[config.mk]
export PLATFORM = sky130hd
export DESIGN_NAME = fetch_top
export DESIGN_NICKNAME = d
export VERILOG_FILES = /design/src/hdl/fetch_pkg.sv /design/src/hdl/icache_way.sv /design/src/hdl/icache.sv /design/src/hdl/fetch_unit.sv /design/src/hdl/fetch_top.sv
export SDC_FILE = /design/constraint.sdc
export NUM_CORES = 2
export LEC_CHECK = 0
export ABC_AREA = 1
export ABC_CLOCK_PERIOD_IN_PS = 7000
export BUFFER_PORTS_ARGS = -buffer_cell sky130_fd_sc_hd__buf_2
export CAP_MARGIN = 5
export CORE_MARGIN = 2
export CORE_UTILIZATION = 40
export CTS_CLUSTER_DIAMETER = 30
export DETAILED_ROUTE_END_ITERATION = 10
export SETUP_SLACK_MARGIN = 0.05
export SYNTH_ARGS = -nofsm -noshare
export SYNTH_HDL_FRONTEND = slang
export SYNTH_SLANG_ARGS = --single-unit
[constraint.sdc]
create_clock -name i_clock -period 7 [get_ports i_clock]
set_input_delay 0.7 -clock i_clock [delete_from_list [all_inputs] [get_ports i_clock]]
set_output_delay 0.7 -clock i_clock [all_outputs]
set_load 0.005 [all_outputs]
[src/hdl/fetch_pkg.sv]
package fetch_pkg;

	// Datapath widths
	localparam int XLEN = 32;
	localparam int TAG_WIDTH = 8;

	typedef logic [XLEN-1:0] addr_t;
	typedef logic [XLEN-1:0] word_t;
	typedef logic [TAG_WIDTH-1:0] fetch_tag_t;

	// Cache geometry
	localparam int NUM_WAYS = 2;
	localparam int NUM_SETS = 8;
	localparam int WORDS_PER_LINE = 4;

	// Tag in bits 31 to 7, set in 6 to 4 and word in 3 to 2
	localparam int WORD_LSB = 2;
	localparam int SET_LSB = 4;
	localparam int TAG_LSB = 7;

	typedef logic [2:0] set_index_t;
	typedef logic [1:0] line_word_t;
	typedef logic [XLEN-TAG_LSB-1:0] cache_tag_t;
	typedef logic way_index_t;

	localparam addr_t RESET_PC = 32'h0000_0000;

	// Major opcodes seen by the predecoder
	localparam logic [6:0] OPC_JAL = 7'b1101111;
	localparam logic [6:0] OPC_JALR = 7'b1100111;
	localparam logic [6:0] OPC_BRANCH = 7'b1100011;
	localparam logic [6:0] OPC_SYSTEM = 7'b1110011;

	// Full encodings of the privileged instructions
	localparam word_t INSTR_MRET = 32'h3020_0073;
	localparam word_t INSTR_WFI = 32'h1050_0073;

	typedef enum logic {
		FETCH_RUN,
		FETCH_WAIT_REDIRECT
	} fetch_state_e;

	typedef enum logic [1:0] {
		CACHE_LOOKUP,
		CACHE_FILL,
		CACHE_REFILL_DONE
	} cache_state_e;

endpackage

[src/hdl/icache_way.sv]
`timescale 1ns/1ps

module icache_way import fetch_pkg::*; (
	input logic i_clock,
	input logic i_reset,

	// Lookup
	input set_index_t i_set,
	input cache_tag_t i_tag,
	input line_word_t i_word,
	output logic o_hit,
	output word_t o_data,

	// Line fill
	input logic i_fill_write,
	input line_word_t i_fill_word,
	input word_t i_fill_data,
	input logic i_fill_last
);

	cache_tag_t tag_mem [NUM_SETS];
	word_t data_mem [NUM_SETS][WORDS_PER_LINE];
	logic [NUM_SETS-1:0] valid;

	// Stored tag must match and the line must be complete
	assign o_hit = valid[i_set] && (tag_mem[i_set] == i_tag);
	assign o_data = data_mem[i_set][i_word];

	// Line turns valid with its last fill word
	always_ff @(posedge i_clock) begin
		if (i_reset) begin
			valid <= '0;
		end
		else if (i_fill_write && i_fill_last) begin
			valid[i_set] <= 1'b1;
		end
	end

	always_ff @(posedge i_clock) begin
		if (i_fill_write) begin
			data_mem[i_set][i_fill_word] <= i_fill_data;
			// Tag goes in with the last word of the line
			if (i_fill_last) begin
				tag_mem[i_set] <= i_tag;
			end
		end
	end

endmodule

[src/hdl/icache.sv]
`timescale 1ns/1ps

module icache import fetch_pkg::*; (
	input logic i_clock,
	input logic i_reset,

	// Fetch side
	input logic i_lookup,
	input addr_t i_address,
	output logic o_hit,
	output word_t o_data,

	// Bus
	output logic o_bus_valid,
	input logic i_bus_ready,
	output addr_t o_bus_address,
	input word_t i_bus_rdata
);

	cache_state_e state;

	set_index_t set;
	cache_tag_t tag;
	line_word_t word;

	logic [NUM_WAYS-1:0] way_hit;
	word_t way_data [NUM_WAYS];
	logic any_hit;

	// Miss handling
	way_index_t victim;
	way_index_t rr_ptr [NUM_SETS];
	line_word_t fill_word;
	logic bus_fire;
	logic fill_last;

	assign set = i_address[SET_LSB +: $bits(set_index_t)];
	assign tag = i_address[TAG_LSB +: $bits(cache_tag_t)];
	assign word = i_address[WORD_LSB +: $bits(line_word_t)];

	assign bus_fire = o_bus_valid && i_bus_ready;
	assign fill_last = (fill_word == line_word_t'(WORDS_PER_LINE - 1));

	genvar w;
	generate
		for (w = 0; w < NUM_WAYS; w++) begin : g_way
			icache_way way_i (
				.i_clock(i_clock),
				.i_reset(i_reset),
				.i_set(set),
				.i_tag(tag),
				.i_word(word),
				.o_hit(way_hit[w]),
				.o_data(way_data[w]),
				// Only the victim way takes the fill
				.i_fill_write(bus_fire && (victim == way_index_t'(w))),
				.i_fill_word(fill_word),
				.i_fill_data(i_bus_rdata),
				.i_fill_last(fill_last)
			);
		end
	endgenerate

	assign any_hit = |way_hit;

	// Hit is reported only once the controller is back in lookup
	assign o_hit = any_hit && (state == CACHE_LOOKUP);

	always_comb begin
		o_data = '0;
		for (int i = 0; i < NUM_WAYS; i++) begin
			if (way_hit[i]) begin
				o_data = way_data[i];
			end
		end
	end

	// Line reads walk word 0 to 3 from the aligned address
	assign o_bus_valid = (state == CACHE_FILL);
	assign o_bus_address = {i_address[XLEN-1:SET_LSB], fill_word, 2'b00};

	always_ff @(posedge i_clock) begin
		if (i_reset) begin
			state <= CACHE_LOOKUP;
			victim <= '0;
			fill_word <= '0;
			for (int s = 0; s < NUM_SETS; s++) begin
				rr_ptr[s] <= '0;
			end
		end
		else begin
			case (state)
				CACHE_LOOKUP: begin
					if (i_lookup && !any_hit) begin
						victim <= rr_ptr[set];
						fill_word <= '0;
						state <= CACHE_FILL;
					end
				end

				CACHE_FILL: begin
					if (bus_fire) begin
						fill_word <= fill_word + 1'b1;
						if (fill_last) begin
							// Next miss in this set evicts the other way
							if (rr_ptr[set] == way_index_t'(NUM_WAYS - 1)) begin
								rr_ptr[set] <= '0;
							end
							else begin
								rr_ptr[set] <= rr_ptr[set] + 1'b1;
							end
							state <= CACHE_REFILL_DONE;
						end
					end
				end

				CACHE_REFILL_DONE: begin
					state <= CACHE_LOOKUP;
				end

				default: begin
					state <= CACHE_LOOKUP;
				end
			endcase
		end
	end

endmodule

[src/hdl/fetch_unit.sv]
`timescale 1ns/1ps

module fetch_unit import fetch_pkg::*; (
	input logic i_clock,
	input logic i_reset,

	// Cache
	output logic o_lookup,
	output addr_t o_address,
	input logic i_hit,
	input word_t i_data,

	// Back end control
	input logic i_redirect,
	input addr_t i_redirect_pc,

	// Decode
	output logic o_valid,
	input logic i_ready,
	output fetch_tag_t o_tag,
	output word_t o_instruction,
	output addr_t o_pc
);

	fetch_state_e state;
	fetch_state_e next_state;

	addr_t pc;
	addr_t next_pc;

	logic room;
	logic load;

	// Predecode
	logic [6:0] opcode;
	logic is_jump;
	logic is_branch;
	logic is_mret;
	logic is_wfi;
	logic is_control;

	assign opcode = i_data[6:0];
	assign is_jump = (opcode == OPC_JAL) || (opcode == OPC_JALR);
	assign is_branch = (opcode == OPC_BRANCH);
	assign is_mret = (opcode == OPC_SYSTEM) && (i_data == INSTR_MRET);
	assign is_wfi = (opcode == OPC_SYSTEM) && (i_data == INSTR_WFI);
	assign is_control = is_jump || is_branch || is_mret || is_wfi;

	// Output register is free when empty or draining this cycle
	assign room = !o_valid || i_ready;

	assign o_lookup = (state == FETCH_RUN);
	assign o_address = pc;

	always_comb begin
		next_state = state;
		next_pc = pc;
		load = 1'b0;

		case (state)
			FETCH_RUN: begin
				if (i_hit && room) begin
					load = 1'b1;
					if (is_control) begin
						// Target unknown here so the back end redirects
						next_state = FETCH_WAIT_REDIRECT;
					end
					else begin
						next_pc = pc + 32'd4;
					end
				end
			end

			FETCH_WAIT_REDIRECT: begin
				if (i_redirect) begin
					next_pc = i_redirect_pc;
					next_state = FETCH_RUN;
				end
			end

			default: begin
				next_state = FETCH_RUN;
			end
		endcase
	end

	always_ff @(posedge i_clock) begin
		if (i_reset) begin
			state <= FETCH_RUN;
			pc <= RESET_PC;
			o_valid <= 1'b0;
			o_tag <= '0;
		end
		else begin
			state <= next_state;
			pc <= next_pc;
			if (load) begin
				o_valid <= 1'b1;
				o_tag <= o_tag + 1'b1;
			end
			else if (i_ready) begin
				o_valid <= 1'b0;
			end
		end
	end

	// Instruction and its address
	always_ff @(posedge i_clock) begin
		if (load) begin
			o_instruction <= i_data;
			o_pc <= pc;
		end
	end

endmodule

[src/hdl/fetch_top.sv]
`timescale 1ns/1ps

module fetch_top import fetch_pkg::*; (
	input logic i_clock,
	input logic i_reset,

	// Redirect from the back end
	input logic i_redirect,
	input addr_t i_redirect_pc,

	// Decode
	output logic o_valid,
	input logic i_ready,
	output fetch_tag_t o_tag,
	output word_t o_instruction,
	output addr_t o_pc,

	// Instruction bus
	output logic o_bus_valid,
	input logic i_bus_ready,
	output addr_t o_bus_address,
	input word_t i_bus_rdata
);

	logic lookup;
	addr_t lookup_address;
	logic hit;
	word_t hit_data;

	fetch_unit fetch_unit_i (
		.i_clock(i_clock),
		.i_reset(i_reset),
		.o_lookup(lookup),
		.o_address(lookup_address),
		.i_hit(hit),
		.i_data(hit_data),
		.i_redirect(i_redirect),
		.i_redirect_pc(i_redirect_pc),
		.o_valid(o_valid),
		.i_ready(i_ready),
		.o_tag(o_tag),
		.o_instruction(o_instruction),
		.o_pc(o_pc)
	);

	icache icache_i (
		.i_clock(i_clock),
		.i_reset(i_reset),
		.i_lookup(lookup),
		.i_address(lookup_address),
		.o_hit(hit),
		.o_data(hit_data),
		.o_bus_valid(o_bus_valid),
		.i_bus_ready(i_bus_ready),
		.o_bus_address(o_bus_address),
		.i_bus_rdata(i_bus_rdata)
	);

endmodule

=== Word level (Yosys, flattened, before mapping) ===
Memory sizes are Yosys's and may differ from the RTL's. A register that Yosys moved wholly into a read port is not among the register bits.
Cells that the tools add are included.

* Bits in registers: 127
* Output and inout bits: 106
* Memories: 5
* Input port bits: 69
* Bits in writable memories: 2456
* Logic and storage cells: 150

* Eq/ne operators: 16
* Reduce and logical (&&, ||, !) cells: 30
* Order comparisons: 5
* Add/sub/neg operators: 4
* Bitwise operators: 7
* Mux-type cells: 72

{| class="wikitable"
|+ Memory list
! memory !! depth !! width !! read ports !! clocked after Yosys merged registers in !! wr ports !! line !! RTL
|-
| icache_i.g_way[0].way_i.data_mem || 8 || 128 || 1 || 1 || 1 || icache_way.sv:22 || <nowiki>word_t data_mem [NUM_SETS][WORDS_PER_LINE];</nowiki>
|-
| icache_i.g_way[1].way_i.data_mem || 8 || 128 || 1 || 1 || 1 || icache_way.sv:22 ||
|-
| icache_i.g_way[0].way_i.tag_mem || 8 || 25 || 1 || 1 || 1 || icache_way.sv:21 || <nowiki>cache_tag_t tag_mem [NUM_SETS];</nowiki>
|-
| icache_i.g_way[1].way_i.tag_mem || 8 || 25 || 1 || 1 || 1 || icache_way.sv:21 ||
|-
| icache_i.rr_ptr || 8 || 1 || 1 || 1 || 8 || icache.sv:32 || <nowiki>way_index_t rr_ptr [NUM_SETS];</nowiki>
|}

{| class="wikitable"
|+ Operators by type and width
! operator !! count
|-
| 32-bit two-way mux || 10
|-
| 128-bit two-way mux || 2
|-
| 32-bit binary-select mux with 2-bit select || 2
|-
| 32-bit demux with 2-bit select || 1
|-
| 32-bit one-hot mux with 2 select lines || 1
|-
| 25-bit == test || 2
|-
| 1-bit two-way mux || 34
|-
| 3-bit two-way mux || 11
|-
| 32-bit by 3-bit adder with 32-bit output, second input constant || 1
|-
| 32-bit by 29-bit == test with 1-bit output, second input constant || 1
|-
| 32-bit by 30-bit == test with 1-bit output, second input constant || 1
|-
| 7-bit == test, second input constant || 4
|-
| 8-bit OR || 2
|-
| 1-bit logical AND || 14
|-
| 2-bit inequality test, second input constant || 6
|-
| 2-bit two-way mux || 5
|-
| 3-bit AND reduction || 3
|-
| 8-bit by 1-bit adder with 8-bit output, second input constant || 1
|-
| 2-bit one-hot mux with 2 select lines || 2
|-
| 1-bit binary-select mux with 3-bit select || 2
|-
| 3-bit >= comparator, second input constant || 2
|-
| 2-bit NOT with 3-bit output || 2
|-
| 1-bit logical OR || 5
|-
| 3-bit by 4-bit less-than comparator with 1-bit output, second input constant || 1
|-
| 16 further kinds || 19
|}

=== Longest topological paths before layout ===
* Depth after elaboration: 16
* Gate-level depth with buffers: 33
* Depth with buffers taken out: 27

=== Modules after synthesis ===
From an unflattened synthesis, not the netlist that was laid out.

* Cell total of the unflattened synthesis: 7658
* Area, all modules: 100876.7 um^2

{| class="wikitable"
|+ By module, submodules not included
! module !! cells each !! sequential area each (um^2) !! times used !! area an instance (um^2)
|-
| icache_way || 3407 || 36915.4 || 2 || 47210.3
|-
| fetch_unit || 603 || 2762.6 || 1 || 5038.6
|-
| icache || 241 || 340.3 || 1 || 1417.6
|}

=== Worst setup path before layout ===
No wires, ideal clock.

* Kind: flip-flop to flip-flop
* Start point: register with a tool-made name
* End point: register fetch_unit_i.o_tag[7]
* Path buffers: 5
* Clock period less this slack: 6.080 ns
* Data arrival time: 6.010 ns
* Data required time: 6.930 ns
* Setup time: 0.070 ns
* Slack: 0.920 ns
* Stages on the path, launching flop included: 27
* Path through: dfxtp_1 > buf_6 > inv_4 > buf_6 > buf_4 > nand2_1 > nand2_1 > nand2_1 > nand3_1 > nand2_1 > nand2_1 > nand2_1 > nor2_1 > nand2_1 > nor2_1 > nand2_1 > nor2_1 > buf_4 > buf_4 > o21ai_1 > nor2_1 > inv_1 > nor4_2 > nand2_1 > nor2_1 > o21ai_0 > a21oi_1

{| class="wikitable"
|+ RTL lines
! item !! line !! RTL
|-
| to (signal assigned) || fetch_unit.sv:99 || <nowiki>o_tag <= o_tag + 1'b1;</nowiki>
|-
| to (decl) || fetch_unit.sv:20 || <nowiki>output fetch_tag_t o_tag,</nowiki>
|}

==> run metrics <==
Final Wtd Congestion 0.8942; detail-routed via count per cell 5.587; residual overflow from global routing 0; RSZ-0062 raised after global routing false; buffers inserted by post-CTS timing repair 0; global-route wire length before repair 453100 um; FFs w/ async S/R, synth 0%; Multi-input gate area 0.02427 mm2; outcome finished clean; Floorplan Core Area 0.2616 mm2; combinational family with the most area after synthesis simple AND/OR/NAND/NOR gates; Syn Std Cell Area 0.1049 mm2; fillers 22660; final setup violation count 0; commonest non-fill, non-tap cell in the layout sky130_fd_sc_hd__edfxtp_1; floorplan die height 516.2 um; buffer type at the clock tree root sky130_fd_sc_hd__clkbuf_16; critical path arrival 6570 ps; DR vias 70500; cell type with the largest total area after synthesis sky130_fd_sc_hd__edfxtp_1; worst hold-check path type input pin to flip-flop; Layout Skew 96.60 ps; TritonCTS clock tree built; TritonRoute pass-1 iters 6; Critical Path RT 7820 ps; post-layout power 40.14 mW; Final #Nets 8768; final clock period utilization by the worst path 82.07%; power per cell area 319.0 mW/mm2; post-place instance area 0.1096 mm2; Max-slew headroom 13.61%; number of pins with negative max-slew slack in the final report 0; worst vdd ir 0.2236 mV; area grow syn2layout 19.93%; Mapped Cells 8457; count of instances resized after the clock tree is built 0; most frequent cells in the layout sky130_fd_sc_hd__edfxtp_1 (2520), sky130_fd_sc_hd__nand2_1 (1774), sky130_fd_sc_hd__nor2_1 (772); Post-DP HPWL 163400 um; mean post-synth cell area 12.41 um2; max-cap violations 0; input/output buffers 172; count of final hold-check violations 0; number of warnings printed during yosys synthesis 0; adder and majority cell fraction of the synthesized area 0.07154%; violation count after the first detailed-route iteration 8483; largest buffer count on any clock path 4; leakage power summed over all cells 44.32 nW; sequential cell area 0.07701 mm2; clock transition at the registers of the reported paths 50 ps; fraction of the yosys area taken by sequential cells 73.37%; number of global-route vias before repair 67870; floorplan die area 0.2665 mm2; final cell area excluding filler cells 0.1259 mm2; drt wl/cell 24.55 um; H-tree levels 5; flip-flop and latch count after synthesis 2586; final total negative setup slack 0 ps; I/O Pins 175; final worst path period need 5745 ps; top fanout value on the critical path 238; residual DRC count 0; Starting Density 40.12%; slew at the pin closest to its max-slew limit 1296 ps; drt total wl 309700 um; Worst R2R Setup Slack 1260 ps; Crit Path Category flip-flop to flip-flop; Synth cell types 51; number of standard cells in the final layout excluding fillers 12620; overall track demand over capacity in global routing 22.77%; Skew-Pair Late Insertion Delay 930 ps; total CTS buffers 473; critical path endpoint category flip-flop; sink count of the clock tree 2586; Antenna Nets Post-Route 0; cts-stage hold buffer count 0; cell row count 188; EDFF count, synth 2520; synthesized-area fraction occupied by xor and xnor cells 0.2087%; synthesized-area fraction occupied by ao, oa, aoi and oai cells 9.844%; number of antenna violations at the first check in global routing 13; simple-gate share of the synthesized area 12.29%; area share of the leading cell type in the synthesized netlist 72.11%; overall die width 516.2 um; share of post-route cells with drive strength above 1 13.27%; placed cells 11730; commonest register cell after synthesis sky130_fd_sc_hd__edfxtp_1; kind of start point of the critical path flip-flop; multiplexer share of the synthesized area 0.2289%; biggest area contributors in the synthesized netlist sky130_fd_sc_hd__edfxtp_1 (72%), sky130_fd_sc_hd__nand2_1 (6.3%), sky130_fd_sc_hd__nor2_1 (3.0%), sky130_fd_sc_hd__o21ai_0 (2.7%), sky130_fd_sc_hd__nand3_1 (2.6%); largest net degree at the start of global routing 239; Max Clk Rate 174.1 MHz
-- cell families after synthesis --
kind of cell | after synthesis
AOI/OAI and AO/OA | 1681
muxes | 24
buffers and inverters | 920
DFF | 2586
and+or+nand+nor | 3214
adders and majority gates | 6
xor gates and xnor gates | 25
other | 1
-- report_power, final --
part / switching, mW / internal (mW) / leakage [nW]
registers: 0.00697 / 17.0 / 23.9
logic: 0.295 / 0.0536 / 12.7
clock network: 7.88 / 14.9 / 7.74
-- worst max-delay path, cell delays in order (launching register included) --
cell and delay (ps):
sky130_fd_sc_hd__dfxtp_4 520, sky130_fd_sc_hd__inv_16 640, sky130_fd_sc_hd__buf_12 520, sky130_fd_sc_hd__o21ai_0 170, sky130_fd_sc_hd__o221ai_1 210, sky130_fd_sc_hd__nand3_1 90
sky130_fd_sc_hd__nand2_1 140, sky130_fd_sc_hd__nand2_1 220, sky130_fd_sc_hd__nand2_1 310, sky130_fd_sc_hd__nor3_1 160, sky130_fd_sc_hd__buf_4 190, sky130_fd_sc_hd__a21oi_2 140
sky130_fd_sc_hd__nand2_1 70, sky130_fd_sc_hd__nor2_1 130, sky130_fd_sc_hd__nand2_1 80, sky130_fd_sc_hd__nor2_1 240, sky130_fd_sc_hd__nand3_1 500, sky130_fd_sc_hd__nand3_2 290
sky130_fd_sc_hd__nand2_2 140, sky130_fd_sc_hd__buf_12 210, sky130_fd_sc_hd__nand2_1 70, sky130_fd_sc_hd__nand2_1 50, sky130_fd_sc_hd__nor2_1 100
-- path summary, 6_finish.rpt --
path | endpoint | depth (start not counted) | from
setup / recovery | fetch_unit_i.o_address[11]$_SDFFE_PP0P_ | 22 | flip-flop
hold / removal | fetch_unit_i.o_address[0]$_SDFFE_PP0P_ | 3 | i_redirect_pc[0]
setup reg to reg | fetch_unit_i.o_address[11]$_SDFFE_PP0P_ | 22 | flip-flop
hold reg to reg | fetch_unit_i.o_pc[1]$_DFFE_PP_ | 0 | fetch_unit_i.o_address[1]$_SDFFE_PP0P_
-- cell usage after synthesis (2+ instances only) --
cell,number
sky130_fd_sc_hd__nand3_1,541
sky130_fd_sc_hd__a21oi_2,2
sky130_fd_sc_hd__a22oi_1,102
sky130_fd_sc_hd__inv_1,325
sky130_fd_sc_hd__buf_6,14
sky130_fd_sc_hd__buf_4,70
sky130_fd_sc_hd__buf_2,284
sky130_fd_sc_hd__inv_2,3
sky130_fd_sc_hd__o311ai_0,32
sky130_fd_sc_hd__o21a_1,8
sky130_fd_sc_hd__o22ai_1,85
sky130_fd_sc_hd__xor2_1,25
sky130_fd_sc_hd__edfxtp_1,2520
sky130_fd_sc_hd__nand2_2,2
sky130_fd_sc_hd__mux2i_1,24
sky130_fd_sc_hd__nor3b_1,2
sky130_fd_sc_hd__or2_0,5
sky130_fd_sc_hd__nand2_1,1774
sky130_fd_sc_hd__nor4_1,8
sky130_fd_sc_hd__o311ai_1,3
sky130_fd_sc_hd__dfxtp_1,66
sky130_fd_sc_hd__a211oi_1,3
sky130_fd_sc_hd__buf_1,38
sky130_fd_sc_hd__nand4_1,21
sky130_fd_sc_hd__ha_1,6
sky130_fd_sc_hd__a32o_1,66
sky130_fd_sc_hd__o21ai_0,576
sky130_fd_sc_hd__o211ai_1,146
sky130_fd_sc_hd__a21oi_1,443
sky130_fd_sc_hd__clkinv_1,2
sky130_fd_sc_hd__clkbuf_1,183
sky130_fd_sc_hd__o21ai_1,30
sky130_fd_sc_hd__or2_1,2
sky130_fd_sc_hd__nor2_1,838
sky130_fd_sc_hd__o221ai_1,172
sky130_fd_sc_hd__a22o_1,7
sky130_fd_sc_hd__nor3_1,15
-- final cells by class --
cell class,instances,area share (%)
Sequential cell,2586,61.19
Multi-Input combinational cell,4952,19.28
Clock buffer,540,9.745
Tap cell,3515,3.494
Timing Repair Buffer,349,2.137
Clock inverter,342,3.126
Inverter,331,1.016
Antenna cell,3,0.005965
-- through the flow --
step / util, % / setup slack, ps / hold WS (ps)
finish: 48.12 / 1255 / 75.77
detailed placement: 41.92 / 1506 / 427.8
CTS: 48.11 / 1484 / 13.59
global placement: 41.92 / 1557 / 415.8
global route: 48.11 / 1050 / 59.09
floorplan: - / 919.8 / 409.0
-- registers in the layout, indices dropped and copies added (netlist names), named ones only --
register	flops
icache_i.victim	1
icache_i.state	2
icache_i.g_way.way_i.tag_mem	400
fetch_unit_i.o_valid	1
fetch_unit_i.o_tag	8
fetch_unit_i.o_pc	32
fetch_unit_i.state	1
fetch_unit_i.o_instruction	32
icache_i.fill_word	2
icache_i.g_way.way_i.valid	16
icache_i.g_way.way_i.data_mem	2048
icache_i.rr_ptr	8
fetch_unit_i.o_address	32
-- routing by layer --
layer,routed length (um),vias to the layer above,track usage (%),part of all wire (%)
li1,-,31280,-,-
met1,127700,35060,31.52,41
met2,143300,3570,35.91,46
met3,29140,578,4.433,9.4
met4,9568,6,7.796,3.1
met5,37,-,0,0.012
Power figures use the tool's default switching activity.
